`src/led_pkg.sv`:
```
`default_nettype none

package led_pkg;

    // AHB-Lite bus fields
    typedef logic [31:0] haddr_t;
    typedef logic [31:0] hdata_t;
    typedef logic [1:0]  htrans_t;
    typedef logic [2:0]  hsize_t;
    typedef logic [2:0]  hburst_t;

    localparam htrans_t HTRANS_IDLE   = 2'b00;
    localparam htrans_t HTRANS_NONSEQ = 2'b10;
    localparam hsize_t  HSIZE_WORD    = 3'b010;  // 32-bit transfer
    localparam hburst_t HBURST_SINGLE = 3'b000;

    localparam logic hresp_okay  = 1'b0;
    localparam logic hresp_error = 1'b1;

    // pins and nibbles, both active low
    typedef logic [7:0] gpio_t;
    typedef logic [3:0] led_t;   // 0 = lit
    typedef logic [3:0] key_t;   // 0 = pressed

    // gpio register map, byte offsets
    localparam haddr_t OFFSET_DATA_RO = 32'h0000_0000;
    localparam haddr_t OFFSET_DATA    = 32'h0000_0004;
    localparam haddr_t OFFSET_DIRM    = 32'h0000_0008;
    localparam haddr_t OFFSET_OEN     = 32'h0000_000C;

    // upper nibble outputs, leds dark
    localparam gpio_t GPIO_INIT = 8'hF0;

    typedef enum logic [2:0] {
        MODE_NONE,
        MODE_CHASE,
        MODE_FAST,
        MODE_HEART,
        MODE_BREATHE
    } led_mode_t;

    typedef enum logic [2:0] {
        CFG_DIRM,
        CFG_OEN,
        CFG_DATA,
        RUN_READ,
        RUN_WRITE
    } cu_state_t;

    // one pattern frame, kept short for simulation
    localparam int FRAME_LEN  = 1024;
    localparam int FRAME_BITS = 10;

    typedef logic [FRAME_BITS-1:0] frame_t;

endpackage

`default_nettype wire

```
`src/ahb_gpio.sv`:
```
`timescale 1ns/10ps
`default_nettype none

module ahb_gpio
    import led_pkg::*;
(
    input  wire logic    iHCLK,
    input  wire logic    iHRESETn,
    input  wire haddr_t  haddr,
    input  wire htrans_t htrans,
    input  wire logic    hwrite,
    input  wire hsize_t  hsize,
    input  wire hdata_t  hwdata,
    output hdata_t       hrdata,
    output logic         hready,
    output logic         hresp,
    input  wire key_t    keys,
    output gpio_t        gpio_out,
    output gpio_t        gpio_oe
);

    // captured address phase
    logic       ap_valid;
    logic       ap_write;
    logic       ap_bad_size;
    logic [3:0] ap_off;

    gpio_t data_q;
    gpio_t dirm_q;
    gpio_t oen_q;
    key_t  key_q;    // key pins registered once before the bus sees them
    gpio_t pin_in;
    gpio_t pins;
    gpio_t rd_sel;

    assign hready = 1'b1;   // zero-wait slave

    always_ff @(posedge iHCLK or negedge iHRESETn) begin
        if (!iHRESETn) begin
            ap_valid    <= 1'b0;
            ap_write    <= 1'b0;
            ap_bad_size <= 1'b0;
            ap_off      <= '0;
        end else if (hready) begin
            ap_valid    <= htrans[1];   // NONSEQ or SEQ
            ap_write    <= hwrite;
            ap_bad_size <= (hsize != HSIZE_WORD);
            ap_off      <= haddr[3:0];
        end
    end

    always_ff @(posedge iHCLK or negedge iHRESETn) begin
        if (!iHRESETn) begin
            key_q <= '1;
        end else begin
            key_q <= keys;
        end
    end

    // register writes land at the end of the data phase
    always_ff @(posedge iHCLK or negedge iHRESETn) begin
        if (!iHRESETn) begin
            data_q <= '0;
            dirm_q <= '0;
            oen_q  <= '0;
        end else if (ap_valid && ap_write && !ap_bad_size) begin
            case (ap_off)
                OFFSET_DATA[3:0]: data_q <= hwdata[7:0];
                OFFSET_DIRM[3:0]: dirm_q <= hwdata[7:0];
                OFFSET_OEN[3:0]:  oen_q  <= hwdata[7:0];
                default: ;                          // DATA_RO is read only
            endcase
        end
    end

    // undriven led pins read high
    assign pin_in = {4'hF, key_q};
    assign pins   = (dirm_q & data_q) | (~dirm_q & pin_in);

    always_comb begin
        case (ap_off)
            OFFSET_DATA_RO[3:0]: rd_sel = pins;
            OFFSET_DATA[3:0]:    rd_sel = data_q;
            OFFSET_DIRM[3:0]:    rd_sel = dirm_q;
            OFFSET_OEN[3:0]:     rd_sel = oen_q;
            default:             rd_sel = '0;
        endcase
    end

    assign hrdata = {{24{1'b0}}, rd_sel};
    assign hresp  = (ap_valid && ap_bad_size) ? hresp_error : hresp_okay;

    assign gpio_out = data_q & dirm_q;
    assign gpio_oe  = oen_q & dirm_q;

    // the master only ever issues word transfers
    a_word_only: assert property (@(posedge iHCLK) disable iff (!iHRESETn)
        htrans[1] |-> (hsize == HSIZE_WORD));

endmodule

`default_nettype wire

```
`src/led_pattern_gen.sv`:
```
`timescale 1ns/10ps
`default_nettype none

module led_pattern_gen
    import led_pkg::*;
(
    input  wire logic      iHCLK,
    input  wire logic      iHRESETn,
    input  wire led_mode_t mode,
    output led_t           led
);

    frame_t     timer_q;
    logic [1:0] quarter;
    logic [2:0] eighth;
    logic [3:0] sixteenth;
    logic [2:0] breathe_k;
    frame_t     breathe_mask;
    logic       breathe_on;
    logic       heart_on;

    // free-running frame timer
    always_ff @(posedge iHCLK or negedge iHRESETn) begin
        if (!iHRESETn) begin
            timer_q <= '0;
        end else if (timer_q == frame_t'(FRAME_LEN - 1)) begin
            timer_q <= '0;
        end else begin
            timer_q <= timer_q + 1'b1;
        end
    end

    assign quarter   = timer_q[FRAME_BITS-1 -: 2];
    assign eighth    = timer_q[FRAME_BITS-1 -: 3];
    assign sixteenth = timer_q[FRAME_BITS-1 -: 4];

    // pulses in sixteenths 13 and 15
    assign heart_on = (sixteenth == 4'd13) || (sixteenth == 4'd15);

    // k per eighth, duty goes up then back down
    always_comb begin
        case (eighth)
            3'd0:    breathe_k = 3'd6;
            3'd1:    breathe_k = 3'd5;
            3'd2:    breathe_k = 3'd4;
            3'd3:    breathe_k = 3'd3;
            3'd4:    breathe_k = 3'd2;
            3'd5:    breathe_k = 3'd3;
            3'd6:    breathe_k = 3'd4;
            default: breathe_k = 3'd5;
        endcase
    end

    assign breathe_mask = ~({FRAME_BITS{1'b1}} << breathe_k);   // low k bits set
    assign breathe_on   = (timer_q & breathe_mask) == '0;

    always_comb begin
        case (mode)
            MODE_CHASE:   led = ~(4'b0001 << quarter);
            MODE_FAST:    led = ~(4'b0001 << eighth[1:0]);   // two laps per frame
            MODE_HEART:   led = heart_on ? 4'b0000 : 4'b1111;
            MODE_BREATHE: led = breathe_on ? 4'b0000 : 4'b1111;
            default:      led = 4'b1111;                      // all dark
        endcase
    end

endmodule

`default_nettype wire

```
`src/led_control_unit.sv`:
```
`timescale 1ns/10ps
`default_nettype none

module led_control_unit
    import led_pkg::*;
(
    input  wire logic   iHCLK,
    input  wire logic   iHRESETn,
    input  wire logic   hready,
    input  wire logic   hresp,
    input  wire hdata_t hrdata,
    output haddr_t      haddr,
    output htrans_t     htrans,
    output logic        hwrite,
    output hsize_t      hsize,
    output hburst_t     hburst,
    output hdata_t      hwdata,
    output led_mode_t   mode,
    input  wire led_t   led
);

    cu_state_t state;        // transfer now in its address phase
    cu_state_t state_succ;
    cu_state_t state_nxt;
    haddr_t    addr_nxt;

    // pending data phase
    logic      dp_valid;
    cu_state_t dp_state;

    key_t      key;

    assign hsize  = HSIZE_WORD;
    assign hburst = HBURST_SINGLE;

    always_comb begin
        case (state)
            CFG_DIRM:  state_succ = CFG_OEN;
            CFG_OEN:   state_succ = CFG_DATA;
            CFG_DATA:  state_succ = RUN_READ;
            RUN_READ:  state_succ = RUN_WRITE;
            RUN_WRITE: state_succ = RUN_READ;
            default:   state_succ = CFG_DIRM;
        endcase
    end

    // first accepted edge out of reset just starts the DIRM write
    assign state_nxt = (htrans == HTRANS_IDLE) ? state : state_succ;

    always_comb begin
        case (state_nxt)
            CFG_DIRM: addr_nxt = OFFSET_DIRM;
            CFG_OEN:  addr_nxt = OFFSET_OEN;
            CFG_DATA: addr_nxt = OFFSET_DATA;
            RUN_READ: addr_nxt = OFFSET_DATA_RO;
            default:  addr_nxt = OFFSET_DATA;
        endcase
    end

    // address phase, held while hready is low
    always_ff @(posedge iHCLK or negedge iHRESETn) begin
        if (!iHRESETn) begin
            state  <= CFG_DIRM;
            htrans <= HTRANS_IDLE;
            haddr  <= '0;
            hwrite <= 1'b0;
        end else if (hready) begin
            state  <= state_nxt;
            htrans <= HTRANS_NONSEQ;
            haddr  <= addr_nxt;
            hwrite <= (state_nxt != RUN_READ);
        end
    end

    always_ff @(posedge iHCLK or negedge iHRESETn) begin
        if (!iHRESETn) begin
            dp_valid <= 1'b0;
            dp_state <= CFG_DIRM;
        end else if (hready) begin
            dp_valid <= (htrans == HTRANS_NONSEQ);
            dp_state <= state;
        end
    end

    // led nibble goes out on bits 7:4
    always_comb begin
        hwdata = '0;
        if (dp_valid) begin
            case (dp_state)
                RUN_WRITE: hwdata = {{24{1'b0}}, led, 4'b0000};
                RUN_READ:  hwdata = '0;
                default:   hwdata = {{24{1'b0}}, GPIO_INIT};
            endcase
        end
    end

    assign key = hrdata[3:0];

    // mode register, decoded when the read completes
    always_ff @(posedge iHCLK or negedge iHRESETn) begin
        if (!iHRESETn) begin
            mode <= MODE_NONE;
        end else if (hready) begin
            if (htrans == HTRANS_NONSEQ && state == CFG_DATA) begin
                mode <= MODE_CHASE;          // default once configured
            end else if (dp_valid && dp_state == RUN_READ) begin
                case (key)
                    4'b1110: mode <= MODE_CHASE;
                    4'b1101: mode <= MODE_FAST;
                    4'b1011: mode <= MODE_HEART;
                    4'b0111: mode <= MODE_BREATHE;
                    default: ;               // released or chord, keep mode
                endcase
            end
        end
    end

    a_hold_addr: assert property (@(posedge iHCLK) disable iff (!iHRESETn)
        (htrans != HTRANS_IDLE && !hready) |=>
            ($stable(haddr) && $stable(htrans) && $stable(hwrite)));

    a_mode_set: assert property (@(posedge iHCLK) disable iff (!iHRESETn)
        (htrans == HTRANS_NONSEQ && (state == RUN_READ || state == RUN_WRITE))
            |-> (mode != MODE_NONE));

    // slave only errors on non-word sizes
    a_no_error: assert property (@(posedge iHCLK) disable iff (!iHRESETn)
        dp_valid |-> (hresp == hresp_okay));

endmodule

`default_nettype wire

```
`src/led_gpio_top.sv`:
```
`timescale 1ns/10ps
`default_nettype none

module led_gpio_top
    import led_pkg::*;
(
    input  wire logic iHCLK,
    input  wire logic iHRESETn,
    input  wire key_t keys,
    output gpio_t     gpio_out,
    output gpio_t     gpio_oe
);

    haddr_t    haddr;
    htrans_t   htrans;
    logic      hwrite;
    hsize_t    hsize;
    hdata_t    hwdata;
    hdata_t    hrdata;
    logic      hready;
    logic      hresp;
    led_mode_t mode;
    led_t      led;

    led_control_unit i_led_control_unit (
        .iHCLK    (iHCLK),
        .iHRESETn (iHRESETn),
        .hready   (hready),
        .hresp    (hresp),
        .hrdata   (hrdata),
        .haddr    (haddr),
        .htrans   (htrans),
        .hwrite   (hwrite),
        .hsize    (hsize),
        .hburst   (),           // single transfers only, slave has no burst input
        .hwdata   (hwdata),
        .mode     (mode),
        .led      (led)
    );

    led_pattern_gen i_led_pattern_gen (
        .iHCLK    (iHCLK),
        .iHRESETn (iHRESETn),
        .mode     (mode),
        .led      (led)
    );

    ahb_gpio i_ahb_gpio (
        .iHCLK    (iHCLK),
        .iHRESETn (iHRESETn),
        .haddr    (haddr),
        .htrans   (htrans),
        .hwrite   (hwrite),
        .hsize    (hsize),
        .hwdata   (hwdata),
        .hrdata   (hrdata),
        .hready   (hready),
        .hresp    (hresp),
        .keys     (keys),
        .gpio_out (gpio_out),
        .gpio_oe  (gpio_oe)
    );

endmodule

`default_nettype wire

```
`config.mk`:
```
export PLATFORM = sky130hd
export DESIGN_NAME = led_gpio_top
export DESIGN_NICKNAME = d
export VERILOG_FILES = /design/src/led_pkg.sv /design/src/ahb_gpio.sv /design/src/led_pattern_gen.sv /design/src/led_control_unit.sv /design/src/led_gpio_top.sv
export SDC_FILE = /design/constraint.sdc
export NUM_CORES = 1
export LEC_CHECK = 0
export BUFFER_PORTS_ARGS = -buffer_cell sky130_fd_sc_hd__buf_4
export CAP_MARGIN = 15
export CORE_ASPECT_RATIO = 0.7
export CORE_MARGIN = 3
export CORE_UTILIZATION = 58
export CTS_CLUSTER_DIAMETER = 40
export CTS_CLUSTER_SIZE = 20
export DETAILED_ROUTE_END_ITERATION = 6
export PLACE_DENSITY = 0.76
export SLEW_MARGIN = 30
export SYNTH_ARGS = -nofsm -noshare
export SYNTH_HDL_FRONTEND = slang
export SYNTH_SLANG_ARGS = --single-unit
```
`constraint.sdc`:
```
create_clock -name iHCLK -period 3.46 [get_ports iHCLK]
set_clock_uncertainty 0.1 [all_clocks]
set_input_delay 0.346 -clock iHCLK [delete_from_list [all_inputs] [get_ports iHCLK]]
set_output_delay 0.346 -clock iHCLK [all_outputs]
set_load 0.05 [all_outputs]
```
**Word-level counts from Yosys, hierarchy flattened**

Index checks and enable logic that the tools add are counted.

- Register bits after elaboration: 59
- Input bits: 6
- Output and inout port bits: 16
- Word-level logic and storage cells: 88

- Add/subtract/negate cells: 1
- Eq/ne operators: 28
- Shifts and indexed selects: 3
- Muxes and demuxes: 14
- Bitwise operators: 9
- Reduce and logical (&&, ||, !) cells: 19

Operators by type and width:

| kind | count |
|---|---|
| case mux 3 bit (4 select lines) | 3 |
| case mux 4 bit (4 select lines) | 2 |
| == test 4 bit (second input constant) | 7 |
| == test 3 x 2 -> 1 bit (second input constant) | 8 |
| == test 3 bit (second input constant) | 6 |
| bitwise AND 8 bit | 2 |
| case mux 8 bit (2 select lines) | 1 |
| inverter 4 bit | 3 |
| case mux 4 bit (3 select lines) | 1 |
| adder 10 x 1 -> 10 bit (second input constant) | 1 |
| bitwise AND 10 bit | 1 |
| == test 10 bit (second input constant) | 1 |
| logical NOT 10 bit | 1 |
| two-way mux 10 bit | 1 |
| inverter 10 bit | 1 |
| left shift 10 x 3 -> 10 bit (first input constant) | 1 |
| == test 3 x 1 -> 1 bit (second input constant) | 3 |
| logical NOT 3 bit | 3 |
| two-way mux 3 bit | 3 |
| == test 4 x 3 -> 1 bit (second input constant) | 2 |
| two-way mux 4 bit | 2 |
| two-way mux 8 bit | 1 |
| AND reduction 2 bit | 4 |
| left shift 1 x 2 -> 4 bit (first input constant) | 2 |
| 10 further kinds | 14 |

**Longest topological paths before layout**

- Depth in word-level cells: 11
- Mapped depth: 6

**Hierarchy**

A second synthesis with hierarchy kept.

- Cells, all modules: 375
- Area total of the unflattened synthesis: 3804.9 um2

By module, submodules not included:

| module | instances | cells an instance | area each (um2) |
|---|---|---|---|
| ahb_gpio | 1 | 154 | 1850.5 |
| led_control_unit | 1 | 148 | 1281.2 |
| led_pattern_gen | 1 | 73 | 673.1 |

**Worst setup path after synthesis**

OpenSTA, ideal clock, no wires.

- Path kind: register to register
- From: register i_led_control_unit.mode[1]
- To: register i_ahb_gpio.dirm_q[4]
- Library setup time: 0.082 ns
- Data arrival time: 1.445 ns
- Required time: 3.278 ns
- Setup slack: 1.833 ns
- Cell stages (with the launch flop): 6
- Path buffers: 2
- Clock period less this slack: 1.627 ns
- Cell sequence: dfrtp_1 buf_6 or3_1 o32a_1 buf_6 a31oi_1

- Cells in the longest elaborated chain, start to end: 4
- Elaborated cells between the ends (all ways): 7

RTL lines:

| item | RTL line | text |
|---|---|---|
| from (decl) | led_control_unit.sv:18 | `output led_mode_t mode,` |
| from (signal assigned) | led_control_unit.sv:102 | `mode <= MODE_NONE;` |
| from (signal assigned) | led_control_unit.sv:105 | `mode <= MODE_CHASE;` |
| from (signal assigned) | led_control_unit.sv:108 | `4'b1110: mode <= MODE_CHASE;` |
| == test 3 bit (tied with other cells) | led_pattern_gen.sv:58 | `case (mode)` |
| case mux 4 bit (4 select lines) * | led_pattern_gen.sv:58 |  |
| case mux 8 bit (2 select lines) * | led_control_unit.sv:89 | `case (dp_state)` |
| two-way mux 8 bit * | led_control_unit.sv:88 | `if (dp_valid) begin` |
| to (signal assigned) | ahb_gpio.sv:69 | `OFFSET_DIRM[3:0]: dirm_q <= hwdata[7:0];` |
| to (decl) | ahb_gpio.sv:29 | `gpio_t dirm_q;` |

Every way passes the cells marked *; elsewhere a longest branch is shown, timed or not.
A chain may end at the register's enable or synchronous reset.

**Worst setup path after layout**

- From: register i_ahb_gpio.ap_off[3]
- To: register i_ahb_gpio.data_q[6]

- Cells in the longest elaborated chain, start to end: 2

RTL lines:

| item | RTL line | text |
|---|---|---|
| from (decl) | ahb_gpio.sv:26 | `logic [3:0] ap_off;` |
| from (signal assigned) | ahb_gpio.sv:48 | `ap_off <= haddr[3:0];` |
| == test 4 x 3 -> 1 bit | ahb_gpio.sv:67 | `case (ap_off)` |
| AND reduction 2 bit (no source line) | -- |  |
| to (signal assigned) | ahb_gpio.sv:68 | `OFFSET_DATA[3:0]: data_q <= hwdata[7:0];` |
| to (decl) | ahb_gpio.sv:28 | `gpio_t data_q;` |

Every way passes these cells.

==> results.cfg <==
[power]
power_frac_clock = 0.201
p_per_area_mw_per_mm2 = 652.0
p_sw_uw = 573.3
intPower_uw = 955.4
p_seq_frac = 0.495
irDropWorstVdd_uv = 336.6
p_total_mw = 1.529
p_comb_frac = 0.304
switching_share = 0.3750
p_leak_nw = 1.014

[global_routing]
grt.met2_usage = 0.2806
met1_usage = 0.2746
overflow = 0
grt_pass1_vias = 1476
grt_pass1_wl_um = 6831
antenna_found_initial = 0
grtUsageTotal = 0.1927
grt_use_met3 = 0.05678
busiest_layer = met2
grt_max_degree = 44

[timing]
tightest_slew_ps = 638.7
tns_ps = 0
period_minus_slack_ps = 1917
finalSetupViolCount = 0
hold_viol = 0
fmax_mhz = 521.7
relSlewSlack = 0.5733
drv_slew = 0
finalCritPeriodShare = 0.5540
rsz0062_at_grt = no

[detailed_routing]
first_pass_iters = 4
ant_nets = 0
drt-total-wl_um = 3875
routedWlPerCell_um = 14.25
drc = 0
initialDrtViolationCount = 137
vias = 1585
routed_via_density = 5.827

[logic_synthesis]
seq_area_frac_synth = 0.4994
syn_inst = 210
synth.avg_cell_area_um2 = 10.31
ys.flop_type = dfrtp_1
ys_ff_latch = 43
synth_cell_types = 48
synthAdderAreaFrac = 0.005780
netlist_area_mm2 = 0.002165
synthArstFlopShare = 1.000
yosys_warnings = 0
synth_simple_gate_area_frac = 0.2202
synth_xor_area_frac = 0.05260
synth_top_family_by_area = simple AND/OR/NAND/NOR gates
synth_compound_area_frac = 0.1543
synth_edf_count = 0
synth.mux.area_fraction = 0.01040

[critical_path]
reg2reg_slack_ps = 1540
worstPathArrival_ps = 2030
critical_path.startpoint_type = flop
end_kind = flop
rr_worst_depth = 4
critPathRequiredTime_ps = 3570
critical_path_class = reg2reg
critPathMaxFanout = 6

[finish]
layout_commonest_cell = dfrtp_1
final_cell_mix = 39 x dfrtp_1, 21 x a21oi_1, 19 x nor2_1
seqCellArea_mm2 = 0.001081
syn_to_final_growth_pct = 8.324
num-fill-cells = 263
multi_input_area_um2 = 993.5
n_antenna_cell = 0
drive_gt1_frac = 0.1600
post-route-util = 0.6977
fin_nets = 231

[cts]
clock_latency_ps = 290
clock-sinks = 43
path_clk_slew_ps = 80
cts_setup_buffers = 0
cts_tree = yes
tritoncts.num_buffers = 5
cts.path.max_buffers = 2
root_buffer = clkbuf_8
h-tree-depth = 2

[floorplanning]
dieWidth_um = 79.02
row_count = 17
ios = 22
core_mm2 = 0.003361
die_area_mm2 = 0.004513
start_util = 0.6441
die_h_um = 57.11

[placement]
gp_congestion = 0.8110
io_buffers = 13
hpwl_um = 2781

[worst_hold_path]
min_path_type = in2reg
hold_path_depth = 1

[job]
cap_violations = 0

[outcome]
status = completed
==> sequential cells by signal, summed over array words and instances (netlist names) <==
signal,count
i_ahb_gpio.oen_q,4
i_ahb_gpio.key_q,4
i_led_control_unit.dp_state,3
i_led_control_unit.dp_valid,1
i_led_control_unit.mode,3
i_ahb_gpio.dirm_q,4
i_led_control_unit.htrans,1
i_ahb_gpio.ap_write,1
i_led_control_unit.hwrite,1
i_led_control_unit.haddr,2
i_ahb_gpio.ap_off,2
i_ahb_gpio.data_q,4
i_led_control_unit.state,3
i_led_pattern_gen.timer_q,10
==> stage by stage <==
stage	setup WS [ps]	hold slack, ps	std cells	area [µm²]
6_report	1543	51.80	272	2345
5_1_grt	1424	36.67	272	2345
4_1_cts	1579	44.94	272	2345
3_5_place_dp	1636	237.1	263	2250
3_3_place_gp	1676	235.3	263	2250
2_1_floorplan	1833	-49.59	217	2191
==> worst max-delay path, stage by stage, from the launching register on <==
cell and delay (ps):
dfrtp_1 450, nand4b_2 340, nor3b_1 600, a21oi_1 130
a31oi_1 210
==> worst paths after layout <==
check                                                from                      endpoint
min in group asynchronous                        iHRESETn  i_led_pattern_gen.timer_q[0]
worst max-delay path                 i_ahb_gpio.ap_off[3]          i_ahb_gpio.data_q[6]
worst min register to register  i_led_control_unit.hwrite           i_ahb_gpio.ap_write
max in group asynchronous                        iHRESETn           i_ahb_gpio.key_q[1]
worst min-delay path                              keys[2]           i_ahb_gpio.key_q[2]
worst max register to register       i_ahb_gpio.ap_off[3]          i_ahb_gpio.data_q[6]
==> cells in the mapped netlist, types with 2 or more instances <==
cell type	count	area share
dfrtp_1	39	0.45
a21oi_1	21	0.049
nor2_1	19	0.033
a31oi_1	13	0.038
and2_1	9	0.026
nand3_1	9	0.021
buf_4	8	0.028
nand2_1	8	0.014
xor2_1	8	0.032
o21ai_0	5	0.012
xnor2_1	5	0.020
dfstp_2	4	0.049
nand2b_1	4	0.012
nor2b_1	4	0.012
nor3b_1	4	0.014
and4b_1	3	0.014
buf_2	3	0.0069
o21ai_1	3	0.0069
or3_1	3	0.0087
or4b_4	3	0.019
buf_6	2	0.010
conb_1	2	0.0035
inv_1	2	0.0035
mux2_2	2	0.010
nand4b_2	2	0.014
nor3_1	2	0.0046
o22ai_1	2	0.0058
==> layout make-up <==
type | count | share of cell area
clock buffer | 6 | 0.03095
inverter | 3 | 0.004803
multi-input combinational | 156 | 0.4237
clock inverter | 2 | 0.005336
tap | 47 | 0.02508
timing repair buffer | 15 | 0.04909
sequential | 43 | 0.4610
==> logic make-up (layout without fill, tap and decap cells) <==
logic type | after synthesis | after routing
buffers and inverters | 18 | 26
muxes | 2 | 2
AOI/OAI and AO/OA | 54 | 54
DFF | 43 | 43
adders and majority gates | 1 | 1
other | 2 | 9
and+or+nand+nor | 77 | 77
xor gates and xnor gates | 13 | 13
==> timing repair <==
item | CTS | global route
hold buffers | 1 | 0
hold endpoints to repair | 39 | 0
resized for setup | 0 | 0
==> routing by layer <==
| layer | share of wire | vias up | wire [µm] |
|---|---|---|---|
| met5 | 0 | - | 0 |
| met4 | 0.014 | 0 | 53 |
| met3 | 0.075 | 6 | 292 |
| met2 | 0.44 | 61 | 1703 |
| met1 | 0.47 | 753 | 1826 |
| li1 | - | 765 | - |
==> power groups by stage <==
stage / registers [mW] / clock network (mW) / logic [mW]
3_3_place_gp: 0.759 / 0 / 0.453
2_1_floorplan: 0.730 / 0 / 0.365
5_1_grt: 0.780 / 0.345 / 0.513
6_report: 0.757 / 0.308 / 0.464
4_1_cts: 0.759 / 0.318 / 0.466
3_5_place_dp: 0.769 / 0 / 0.460
(Power assumes the default switching activity.)
